**src/fft_stage_cfg.svh**
```systemverilog
`ifndef FFT_STAGE_CFG_SVH
`define FFT_STAGE_CFG_SVH

// sample component width, real and imaginary each
`define FFT_DW 16

// twiddle component width and its fraction bits (Q1.14)
`define FFT_TW_W 16
`define FFT_TW_FRAC 14

// samples per block and store pointer width
`define FFT_DEPTH 16
`define FFT_PTR_W 4

// credits granted by downstream after reset
`define FFT_OUT_CREDITS 4

`endif

```
**src/twiddle_rom.mem**
```
// one word per twiddle W_k, k = 0 to 7: upper 16 bits re, lower 16 bits im, Q1.14
40000000
3B21E782
2D41D2BF
187EC4DF
0000C000
E782C4DF
D2BFD2BF
C4DFE782

```
**src/fft_pkg.sv**
```systemverilog
`default_nettype none
`include "fft_stage_cfg.svh"

package fft_pkg;

    // one complex sample
    typedef struct packed {
        logic signed [`FFT_DW-1:0] re;
        logic signed [`FFT_DW-1:0] im;
    } cplx_t;

    // twiddle factor in fixed point
    typedef struct packed {
        logic signed [`FFT_TW_W-1:0] re;
        logic signed [`FFT_TW_W-1:0] im;
    } tw_t;

    // a is sample k, b is sample k+8
    typedef struct packed {
        cplx_t a;
        cplx_t b;
    } cplx_pair_t;

    // output beat of the butterfly
    typedef struct packed {
        cplx_t sum;
        cplx_t diff;
    } bfly_out_t;

endpackage

`default_nettype wire

```
**src/pair_buffer.sv**
```systemverilog
`timescale 1ns/1ps
`default_nettype none
`include "fft_stage_cfg.svh"

module pair_buffer (
    input  wire logic                clk,
    input  wire logic                rst_n,
    input  wire logic                in_valid_i,
    input  wire fft_pkg::cplx_t      in_data_i,
    input  wire logic                issue_ok_i,
    output logic                     rd_start_o,
    output logic                     pair_valid_o,
    output fft_pkg::cplx_pair_t      pair_o,
    output logic                     in_credit_o
);

    localparam int unsigned LAST_IDX = `FFT_DEPTH - 1;
    localparam int unsigned PAIR_W = `FFT_PTR_W - 1;

    typedef enum logic {
        RD_FIRST,
        RD_SECOND
    } rd_state_e;

    fft_pkg::cplx_t         mem [`FFT_DEPTH];
    fft_pkg::cplx_t         rd_q;
    fft_pkg::cplx_t         a_q;

    logic [`FFT_PTR_W-1:0]  wr_ptr_q;
    logic                   full_q;
    rd_state_e              rd_state_q;
    logic [PAIR_W-1:0]      pair_idx_q;
    logic [`FFT_PTR_W-1:0]  rd_addr;
    logic                   rd_en;
    logic                   last_pair;
    logic                   ret_active_q;
    logic [`FFT_PTR_W-1:0]  ret_cnt_q;

    // sequential writes, one sample per beat
    always_ff @(posedge clk) begin
        if (in_valid_i) begin
            mem[wr_ptr_q] <= in_data_i;
        end
    end

    always_ff @(posedge clk or negedge rst_n) begin
        if (!rst_n) begin
            wr_ptr_q <= '0;
            full_q   <= 1'b0;
        end else begin
            if (in_valid_i) begin
                wr_ptr_q <= wr_ptr_q + 1'b1;
            end
            if (last_pair) begin
                full_q <= 1'b0;
            end else if (in_valid_i && (wr_ptr_q == LAST_IDX[`FFT_PTR_W-1:0])) begin
                full_q <= 1'b1;
            end
        end
    end

    // a pair starts only on a full block with a free output credit
    assign rd_start_o = (rd_state_q == RD_FIRST) && full_q && issue_ok_i;
    assign rd_en      = rd_start_o || (rd_state_q == RD_SECOND);
    // first read k, second read k+8
    assign rd_addr    = {rd_state_q == RD_SECOND, pair_idx_q};
    assign last_pair  = (rd_state_q == RD_SECOND) && (pair_idx_q == '1);

    always_ff @(posedge clk) begin
        if (rd_en) begin
            rd_q <= mem[rd_addr];
        end
        // hold A while B is read
        if (rd_state_q == RD_SECOND) begin
            a_q <= rd_q;
        end
    end

    always_ff @(posedge clk or negedge rst_n) begin
        if (!rst_n) begin
            rd_state_q   <= RD_FIRST;
            pair_idx_q   <= '0;
            pair_valid_o <= 1'b0;
        end else begin
            pair_valid_o <= (rd_state_q == RD_SECOND);
            case (rd_state_q)
                RD_FIRST: begin
                    if (rd_start_o) begin
                        rd_state_q <= RD_SECOND;
                    end
                end
                RD_SECOND: begin
                    rd_state_q <= RD_FIRST;
                    pair_idx_q <= pair_idx_q + 1'b1;
                end
                default: rd_state_q <= RD_FIRST;
            endcase
        end
    end

    always_comb begin
        pair_o.a = a_q;
        pair_o.b = rd_q;
    end

    // give back the whole block of input credits, one per cycle
    always_ff @(posedge clk or negedge rst_n) begin
        if (!rst_n) begin
            ret_active_q <= 1'b0;
            ret_cnt_q    <= '0;
        end else if (last_pair) begin
            ret_active_q <= 1'b1;
            ret_cnt_q    <= '0;
        end else if (ret_active_q) begin
            ret_cnt_q <= ret_cnt_q + 1'b1;
            if (ret_cnt_q == LAST_IDX[`FFT_PTR_W-1:0]) begin
                ret_active_q <= 1'b0;
            end
        end
    end

    assign in_credit_o = ret_active_q;

endmodule

`default_nettype wire

```
**src/twiddle_gen.sv**
```systemverilog
`timescale 1ns/1ps
`default_nettype none
`include "fft_stage_cfg.svh"

module twiddle_gen (
    input  wire logic       clk,
    input  wire logic       rst_n,
    input  wire logic       rd_start_i,
    output fft_pkg::tw_t    tw_o
);

    localparam int unsigned IDX_W = `FFT_PTR_W - 1;
    localparam int unsigned N_TW = `FFT_DEPTH / 2;

    // each word is {re, im}, W_k for k = 0..7
    logic [2*`FFT_TW_W-1:0] rom [N_TW];

    logic [IDX_W-1:0]       cnt_q;
    logic [IDX_W-1:0]       idx_q;
    logic                   lookup_q;
    fft_pkg::tw_t           tw_q;

    initial begin
        $readmemh("/design/src/twiddle_rom.mem", rom);
    end

    // index wraps by itself after the eighth pair
    always_ff @(posedge clk or negedge rst_n) begin
        if (!rst_n) begin
            cnt_q    <= '0;
            idx_q    <= '0;
            lookup_q <= 1'b0;
        end else begin
            lookup_q <= rd_start_i;
            if (rd_start_i) begin
                idx_q <= cnt_q;
                cnt_q <= cnt_q + 1'b1;
            end
        end
    end

    // table output lands with pair_valid
    always_ff @(posedge clk) begin
        if (lookup_q) begin
            tw_q <= fft_pkg::tw_t'(rom[idx_q]);
        end
    end

    assign tw_o = tw_q;

endmodule

`default_nettype wire

```
**src/butterfly_unit.sv**
```systemverilog
`timescale 1ns/1ps
`default_nettype none
`include "fft_stage_cfg.svh"

module butterfly_unit (
    input  wire logic                   clk,
    input  wire logic                   rst_n,
    input  wire logic                   pair_valid_i,
    input  wire fft_pkg::cplx_pair_t    pair_i,
    input  wire fft_pkg::tw_t           tw_i,
    input  wire logic                   rd_start_i,
    input  wire logic                   out_credit_i,
    output logic                        issue_ok_o,
    output logic                        out_valid_o,
    output fft_pkg::bfly_out_t          out_data_o
);

    localparam int unsigned PW = `FFT_DW + `FFT_TW_W + 1;
    localparam int unsigned CW = $clog2(`FFT_OUT_CREDITS + 1);

    logic signed [PW-1:0]       prod_re;
    logic signed [PW-1:0]       prod_im;
    logic signed [PW-1:0]       prod_re_sh;
    logic signed [PW-1:0]       prod_im_sh;
    fft_pkg::cplx_t             p_d;
    fft_pkg::cplx_t             p_q;
    fft_pkg::cplx_t             a_q;
    logic                       mul_valid_q;
    logic signed [`FFT_DW:0]    sum_re;
    logic signed [`FFT_DW:0]    sum_im;
    logic signed [`FFT_DW:0]    diff_re;
    logic signed [`FFT_DW:0]    diff_im;
    fft_pkg::bfly_out_t         out_d;
    logic [CW-1:0]              credit_q;

    // P = B * W, back to sample scale by truncation
    always_comb begin
        prod_re    = pair_i.b.re * tw_i.re - pair_i.b.im * tw_i.im;
        prod_im    = pair_i.b.re * tw_i.im + pair_i.b.im * tw_i.re;
        prod_re_sh = prod_re >>> `FFT_TW_FRAC;
        prod_im_sh = prod_im >>> `FFT_TW_FRAC;
        p_d.re     = prod_re_sh[`FFT_DW-1:0];
        p_d.im     = prod_im_sh[`FFT_DW-1:0];
    end

    always_ff @(posedge clk) begin
        if (pair_valid_i) begin
            p_q <= p_d;
            a_q <= pair_i.a;
        end
    end

    // one extra bit for the add, then halve
    always_comb begin
        sum_re         = a_q.re + p_q.re;
        sum_im         = a_q.im + p_q.im;
        diff_re        = a_q.re - p_q.re;
        diff_im        = a_q.im - p_q.im;
        out_d.sum.re   = sum_re[`FFT_DW:1];
        out_d.sum.im   = sum_im[`FFT_DW:1];
        out_d.diff.re  = diff_re[`FFT_DW:1];
        out_d.diff.im  = diff_im[`FFT_DW:1];
    end

    always_ff @(posedge clk) begin
        if (mul_valid_q) begin
            out_data_o <= out_d;
        end
    end

    always_ff @(posedge clk or negedge rst_n) begin
        if (!rst_n) begin
            mul_valid_q <= 1'b0;
            out_valid_o <= 1'b0;
        end else begin
            mul_valid_q <= pair_valid_i;
            out_valid_o <= mul_valid_q;
        end
    end

    // spent at issue, not at output, so in-flight pairs always have room
    always_ff @(posedge clk or negedge rst_n) begin
        if (!rst_n) begin
            credit_q <= CW'(`FFT_OUT_CREDITS);
        end else begin
            case ({rd_start_i, out_credit_i})
                2'b10:   credit_q <= credit_q - 1'b1;
                2'b01:   credit_q <= credit_q + 1'b1;
                default: credit_q <= credit_q;
            endcase
        end
    end

    assign issue_ok_o = (credit_q != '0);

endmodule

`default_nettype wire

```
**src/fft_stage_top.sv**
```systemverilog
`timescale 1ns/1ps
`default_nettype none

module fft_stage_top (
    input  wire logic               clk,
    input  wire logic               rst_n,
    input  wire logic               in_valid_i,
    input  wire fft_pkg::cplx_t     in_data_i,
    output logic                    in_credit_o,
    output logic                    out_valid_o,
    output fft_pkg::bfly_out_t      out_data_o,
    input  wire logic               out_credit_i
);

    logic                   rd_start;
    logic                   pair_valid;
    logic                   issue_ok;
    fft_pkg::cplx_pair_t    pair;
    fft_pkg::tw_t           tw;

    // sample store and pair sequencer
    pair_buffer u_pair_buffer (
        .clk          (clk),
        .rst_n        (rst_n),
        .in_valid_i   (in_valid_i),
        .in_data_i    (in_data_i),
        .issue_ok_i   (issue_ok),
        .rd_start_o   (rd_start),
        .pair_valid_o (pair_valid),
        .pair_o       (pair),
        .in_credit_o  (in_credit_o)
    );

    // runs beside the buffer, same rd_start
    twiddle_gen u_twiddle_gen (
        .clk        (clk),
        .rst_n      (rst_n),
        .rd_start_i (rd_start),
        .tw_o       (tw)
    );

    butterfly_unit u_butterfly_unit (
        .clk          (clk),
        .rst_n        (rst_n),
        .pair_valid_i (pair_valid),
        .pair_i       (pair),
        .tw_i         (tw),
        .rd_start_i   (rd_start),
        .out_credit_i (out_credit_i),
        .issue_ok_o   (issue_ok),
        .out_valid_o  (out_valid_o),
        .out_data_o   (out_data_o)
    );

endmodule

`default_nettype wire

```
**config.mk**
```make
export PLATFORM = sky130hd
export DESIGN_NAME = fft_stage_top
export DESIGN_NICKNAME = d
export VERILOG_FILES = /design/src/fft_pkg.sv /design/src/pair_buffer.sv /design/src/twiddle_gen.sv /design/src/butterfly_unit.sv /design/src/fft_stage_top.sv
export VERILOG_INCLUDE_DIRS = /design/src
export SDC_FILE = /design/constraint.sdc
export NUM_CORES = 1
export LEC_CHECK = 0
export BUFFER_PORTS_ARGS = -buffer_cell sky130_fd_sc_hd__buf_2
export CAP_MARGIN = 20
export CORE_MARGIN = 2
export CORE_UTILIZATION = 36
export CTS_BUF_LIST = sky130_fd_sc_hd__clkbuf_16
export DETAILED_ROUTE_END_ITERATION = 10
export GPL_ROUTABILITY_DRIVEN = 0
export GPL_TIMING_DRIVEN = 1
export PLACE_DENSITY = 0.79
export SLEW_MARGIN = 20
export SYNTH_ARGS = -nofsm -noshare
export SYNTH_HDL_FRONTEND = slang
export SYNTH_SLANG_ARGS = --single-unit
```
**constraint.sdc**
```tcl
create_clock -name clk -period 1.9 [get_ports clk]
set_input_delay 0.19 -clock clk [delete_from_list [all_inputs] [get_ports clk]]
set_output_delay 0.19 -clock clk [all_outputs]
set_load 0.03 [all_outputs]
```
After elaboration in Yosys (flattened, before gate mapping)
Memory sizes are Yosys's and may differ from the RTL's. A register that Yosys moved wholly into a read port is not among the register bits.
Cells that the tools add are included.
- bits in registers: 213
- bits in writable memories: 512
- input port bits: 36
- output and inout bits: 66
- logic and storage cells: 66
- memories kept: 1
- $add $sub $neg: 11
- multipliers: 4
- equal/unequal tests: 5
- muxes and demuxes: 12
- bitwise operators: 1
- reductions and logical operators: 9
- memories (memory ; words ; width ; read ports ; clocked after memory_dff ; write ports ; RTL line ; source):
    u_pair_buffer.mem ; 16 ; 32 ; 1 ; 1 ; 1 ; pair_buffer.sv:25 ; fft_pkg::cplx_t mem [`FFT_DEPTH];
- operator list (cell ; number):
    $mul 16x16->30 ; 4
    $add 16x16->17 ; 2
    $sub 16x16->17 ; 2
    $add 30x30->30 ; 1
    $sub 30x30->30 ; 1
    $add 4x1->4 const B ; 2
    $eq 4x4->1 const B ; 2
    $mux 1 ; 8
    $mux 4 ; 2
    $add 3x1->3 const B ; 2
    $pmux 3 s2 ; 1
    $reduce_bool 2->1 ; 3
    $logic_and 1x1->1 ; 4
    $eq 3x3->1 const B ; 1
    $reduce_bool 3->1 ; 1
    $sub 3x1->3 const B ; 1
    $eq 2x1->1 const B ; 1
    $eq 2x2->1 const B ; 1
    $pmux 1 s2 ; 1
    $logic_or 1x1->1 ; 1
    $not 1->1 ; 1

Depth between registers and ports, before layout
- depth after elaboration: 5
- mapped depth: 9
- gate-level depth less buffers: 9

Hierarchy
Synthesis repeated with hierarchy kept, for this count alone.
- cells, all modules: 5482
- area total of the unflattened synthesis: 66192.2 um2
- modules (own cells, without submodules) (module ; times used ; cells each ; area an instance (um2) ; seq. area each (um2)):
    butterfly_unit ; 1 ; 4523 ; 44153.6 ; 3970.1
    pair_buffer ; 1 ; 926 ; 21794.7 ; 17671.9
    twiddle_gen ; 1 ; 33 ; 244.0 ; 0.0

Worst setup path before layout
Ideal clock, no wire load.
- path kind: register -> register
- start: register u_butterfly_unit.credit_q[1]
- end: register u_butterfly_unit.credit_q[2]
- setup time: 75 ps
- arrival time: 1753 ps
- required time: 1825 ps
- setup slack: 73 ps
- stages on the path, launching flop included: 9
- period minus slack after synthesis: 1827 ps
- cell sequence: dfrtp_1 -> o311a_1 -> inv_1 -> ha_1 -> inv_1 -> fa_1 -> xor2_1 -> nor2_1 -> xor2_1
- cells in the longest elaborated chain, start to end: 4
- elaborated cells between the ends (all ways): 8
- those cells by class: 2 x add/sub; 2 x eq/ne; 1 x mux; 3 x reduce/logical
- ends and longest elaborated chain (element ; RTL line ; source):
    start: declaration ; butterfly_unit.sv:34 ; logic [CW-1:0] credit_q;
    start signal: assignment ; butterfly_unit.sv:84 ; credit_q <= CW'(`FFT_OUT_CREDITS);
    start signal: assignment ; butterfly_unit.sv:87 ; 2'b10: credit_q <= credit_q - 1'b1;
    start signal: assignment ; butterfly_unit.sv:88 ; 2'b01: credit_q <= credit_q + 1'b1;
    branches (longest 4 deep; another with $add 3x1->3) ; n/a ;
Parallel ways; which one is timed is not known.
A chain may end at the register's enable or synchronous reset.

Worst setup path in the final report
- start: register u_butterfly_unit.credit_q[0]
- end: register u_butterfly_unit.credit_q[2]
Same word-level chain as after synthesis.

==> results.cfg <==
[global_routing]
grt_max_degree = 21
initial_antenna_violation_count = 0
grt_first_pass_wirelength_um = 2040
grt.overflow.total = 0
first_global_vias = 474
grt_use_total = 0.0705

[setup_path]
cp.arrival_ns = 2.00
crit_type = reg -> reg
crit_path_cell_trace = o311a_1 > inv_1 > ha_2 > inv_2 > fa_2 > xor2_1 > nor2_1 > xor2_1
critical_path_buf_inv_count = 2
cp-end-kind = flip-flop
critPathMaxStageDelay_ns = 0.38
timing.critical_path.mode_cell = sky130_fd_sc_hd__xor2_1
launching_point_of_the_worst_reg2reg_path = u_butterfly_unit.credit_q[0]
start_kind = flip-flop
worstSetupStartpoint = u_butterfly_unit.credit_q[0]
critical-path-slowest-cell = sky130_fd_sc_hd__dfrtp_1
critical-path-top-delay-family = adder cells
timing.critical_path.fanout_max = 2
crit_required_ns = 2.08

[sta]
min_period_over_period = 0.958
report.final.slew_viol_count = 0
timing_hold_violations_final = 0
grt_setup_unrepaired = yes
final.setup.worst_slack_ns = 0.0790
finClkSkew_ns = 0.00304
maxClockFrequency_mhz = 549
report.final.setup_viol = 0
period_needed_ns = 1.82

[floorplanning]
design.core.area_mm2 = 0.00342
fp.dieW_um = 64.4
pin_count = 102
vertical_extent_of_the_die_um = 64.4
placement_rows = 21
initial_core_utilization = 0.384
floorplan_die_area_mm2 = 0.00414

[finish]
layout.cells.most_common_list = sky130_fd_sc_hd__conb_1, sky130_fd_sc_hd__dfrtp_1, sky130_fd_sc_hd__xor2_1, sky130_fd_sc_hd__nor2_1, sky130_fd_sc_hd__buf_2
syn2layout_area_growth_pct = -3.43
layout.nets = 180
layout.cells.non_filler = 183
fillCellCount = 360
post_route_cells_drive_above_1_share = 0.153
finish.instance_area_mm2 = 0.00127
insertedDiodeCount = 0
layout.cells.most_common = sky130_fd_sc_hd__conb_1

[synth]
syn_avg_cell_area_um2 = 10.5
synth-seq-area-share = 0.382
distinct_cells_synth = 20
yosys_register_bits = 20
synthCells = 125
synth-edff-count = 0
most_used_flip_flop_cell_after_synthesis = sky130_fd_sc_hd__dfrtp_1
synth_async_reset_ratio = 1.00
ys_warn_count = 0
syn-cell-area_mm2 = 0.00131

[drt]
drc = 0
drt_first_iter_violations = 15
post_drt_wl_per_cell_um = 7.52
drt_first_pass_iters = 2
routed-via-count = 617
avgViaCountPerCell = 3.37
drtAntennaViolNets = 0
routed_wl_um = 1380

[worst_hold_path]
worst_hold_startpoint = in_valid_i
hold_path.class = in -> reg

[clocking]
number_of_buffers_added_by_the_clock_tree_synthesis_step = 3
htree_levels = 1
insertion_delay_ns = 0.25
cts-root-to-sink-buffers = 2
clock_tree_from_tritoncts = yes
cts_num_sinks = 20
path_clk_slew_ns = 0.05
root_buffer = sky130_fd_sc_hd__clkbuf_16

[power_and_ir_drop]
power.share.clock = 0.208
vdd_drop_max_mv = 0.502
net_sw_frac = 0.367
cellLeakagePower_uw = 0.000675
power.density_cell_area_mw_per_mm2 = 1600
share_comb_of_total_power = 0.399
cell_internal_pwr_uw = 1280
part_of_the_power_in_registers = 0.393
power_switching_uw = 746
finalPower_uw = 2030

[placement]
io_buffer_count = 5
placement.setup.worst_slack_ns = 0.0129
dpl-instance-area_mm2 = 0.00117
hpwlAfterDp_um = 1100
numPlacedInstances = 177

[outcome]
run_status = completed

[job]
maxCapViolations = 0
==> cell type report <==
cell class	instances	area, um2	share of cell area
clock inverter	1	3.75	0.00296
inverter	3	11.3	0.00888
clock buffer	3	75.1	0.0592
tap	46	57.6	0.0454
sequential	20	502	0.396
timing repair buffer	10	65.1	0.0513
multi-input combinational	100	553	0.436
==> worst register-to-register path: cells and delay by family (launching register included) <==
family	cells	cell delay [ns]
adders and majority gates	2	0.51
DFF	1	0.38
AOI/OAI and AO/OA	1	0.35
xor gates and xnor gates	2	0.29
and+or+nand+nor	1	0.12
buffers and inverters	2	0.11
==> power groups by stage <==
stage          combinational, uW  clock [uW]  sequential, uW
3_3_place_gp                 746           0             798
3_5_place_dp                 790           0             807
6_report                     810         423             797
2_1_floorplan                679           0             836
5_1_grt                      910         459             825
4_1_cts                      793         438             803
==> state kept, by name (all words and copies together), names as in the netlist <==
name and count:
u_butterfly_unit.mul_valid_q 1, u_pair_buffer.wr_ptr_q 4, u_pair_buffer.full_q 1, u_butterfly_unit.out_valid_o 1, u_pair_buffer.ret_cnt_q 4, u_butterfly_unit.credit_q 3
u_pair_buffer.pair_idx_q 3, u_pair_buffer.pair_valid_o 1, u_pair_buffer.rd_state_q 1, u_pair_buffer.in_credit_o 1
==> per-layer routing <==
| metal | vias to the layer above | GRT usage | part of all wire |
|---|---|---|---|
| met3 | 5 | 0.0264 | 0.086 |
| met5 | - | 0 | 0 |
| met2 | 34 | 0.107 | 0.48 |
| met1 | 287 | 0.0724 | 0.39 |
| li1 | 291 | - | - |
| met4 | 0 | 0.0718 | 0.038 |
==> per-stage QoR <==
stage | setup TNS [ns] | hold slack [ns] | util
2_1_floorplan | 0 | -0.106 | -
6_report | 0 | 0.189 | 0.371
5_1_grt | -0.0280 | 0.192 | 0.371
3_5_place_dp | 0 | 0.156 | 0.341
3_3_place_gp | 0 | 0.149 | 0.341
4_1_cts | 0 | 0.185 | 0.367
==> cell families (layout without fill, tap and decap cells) <==
family | after synthesis | count (layout) | share of synthesized area
XOR/XNOR | 10 | 10 | 0.0667
other | 1 | 64 | 0.00286
buffers and inverters | 68 | 17 | 0.380
AND/OR/NAND/NOR | 12 | 12 | 0.0429
adder cells (fa/ha/maj) | 6 | 6 | 0.0629
AO/OA/AOI/OAI | 3 | 3 | 0.0200
multiplexers | 5 | 5 | 0.0419
flip-flops | 20 | 20 | 0.382
==> synthesized netlist by cell type, drive strengths merged, types with 2 or more instances <==
| cell type | number | area, um2 |
|---|---|---|
| dfrtp | 19 | 475 |
| nand4 | 2 | 12.5 |
| xnor2 | 4 | 35.0 |
| mux2 | 4 | 45.0 |
| nand2 | 2 | 7.51 |
| xor2 | 6 | 52.6 |
| ha | 5 | 62.6 |
| inv | 3 | 11.3 |
| nor2 | 6 | 25.0 |
| buf | 65 | 488 |
==> worst paths after layout <==
kind | to | slack [ns] | depth (start not counted)
setup reg to reg | u_butterfly_unit.credit_q[2] | 0.08 | 8
max in group asynchronous | u_butterfly_unit.credit_q[2] | 1.15 | 2
min in group asynchronous | u_pair_buffer.ret_cnt_q[3] | 0.42 | 2
hold / removal | u_pair_buffer.wr_ptr_q[0] | 0.19 | 2
setup / recovery | u_butterfly_unit.credit_q[2] | 0.08 | 8
hold reg to reg | u_butterfly_unit.out_valid_o | 0.34 | 0
==> timing repair <==
action | CTS | global route
setup endpoints to repair | 0 | 2
endpoints found under the hold margin | 19 | 0
setup buffers | 0 | 1
hold buffers | 1 | 0
resized for setup | 0 | 3
Note: power is estimated with default switching activity, not from simulation.
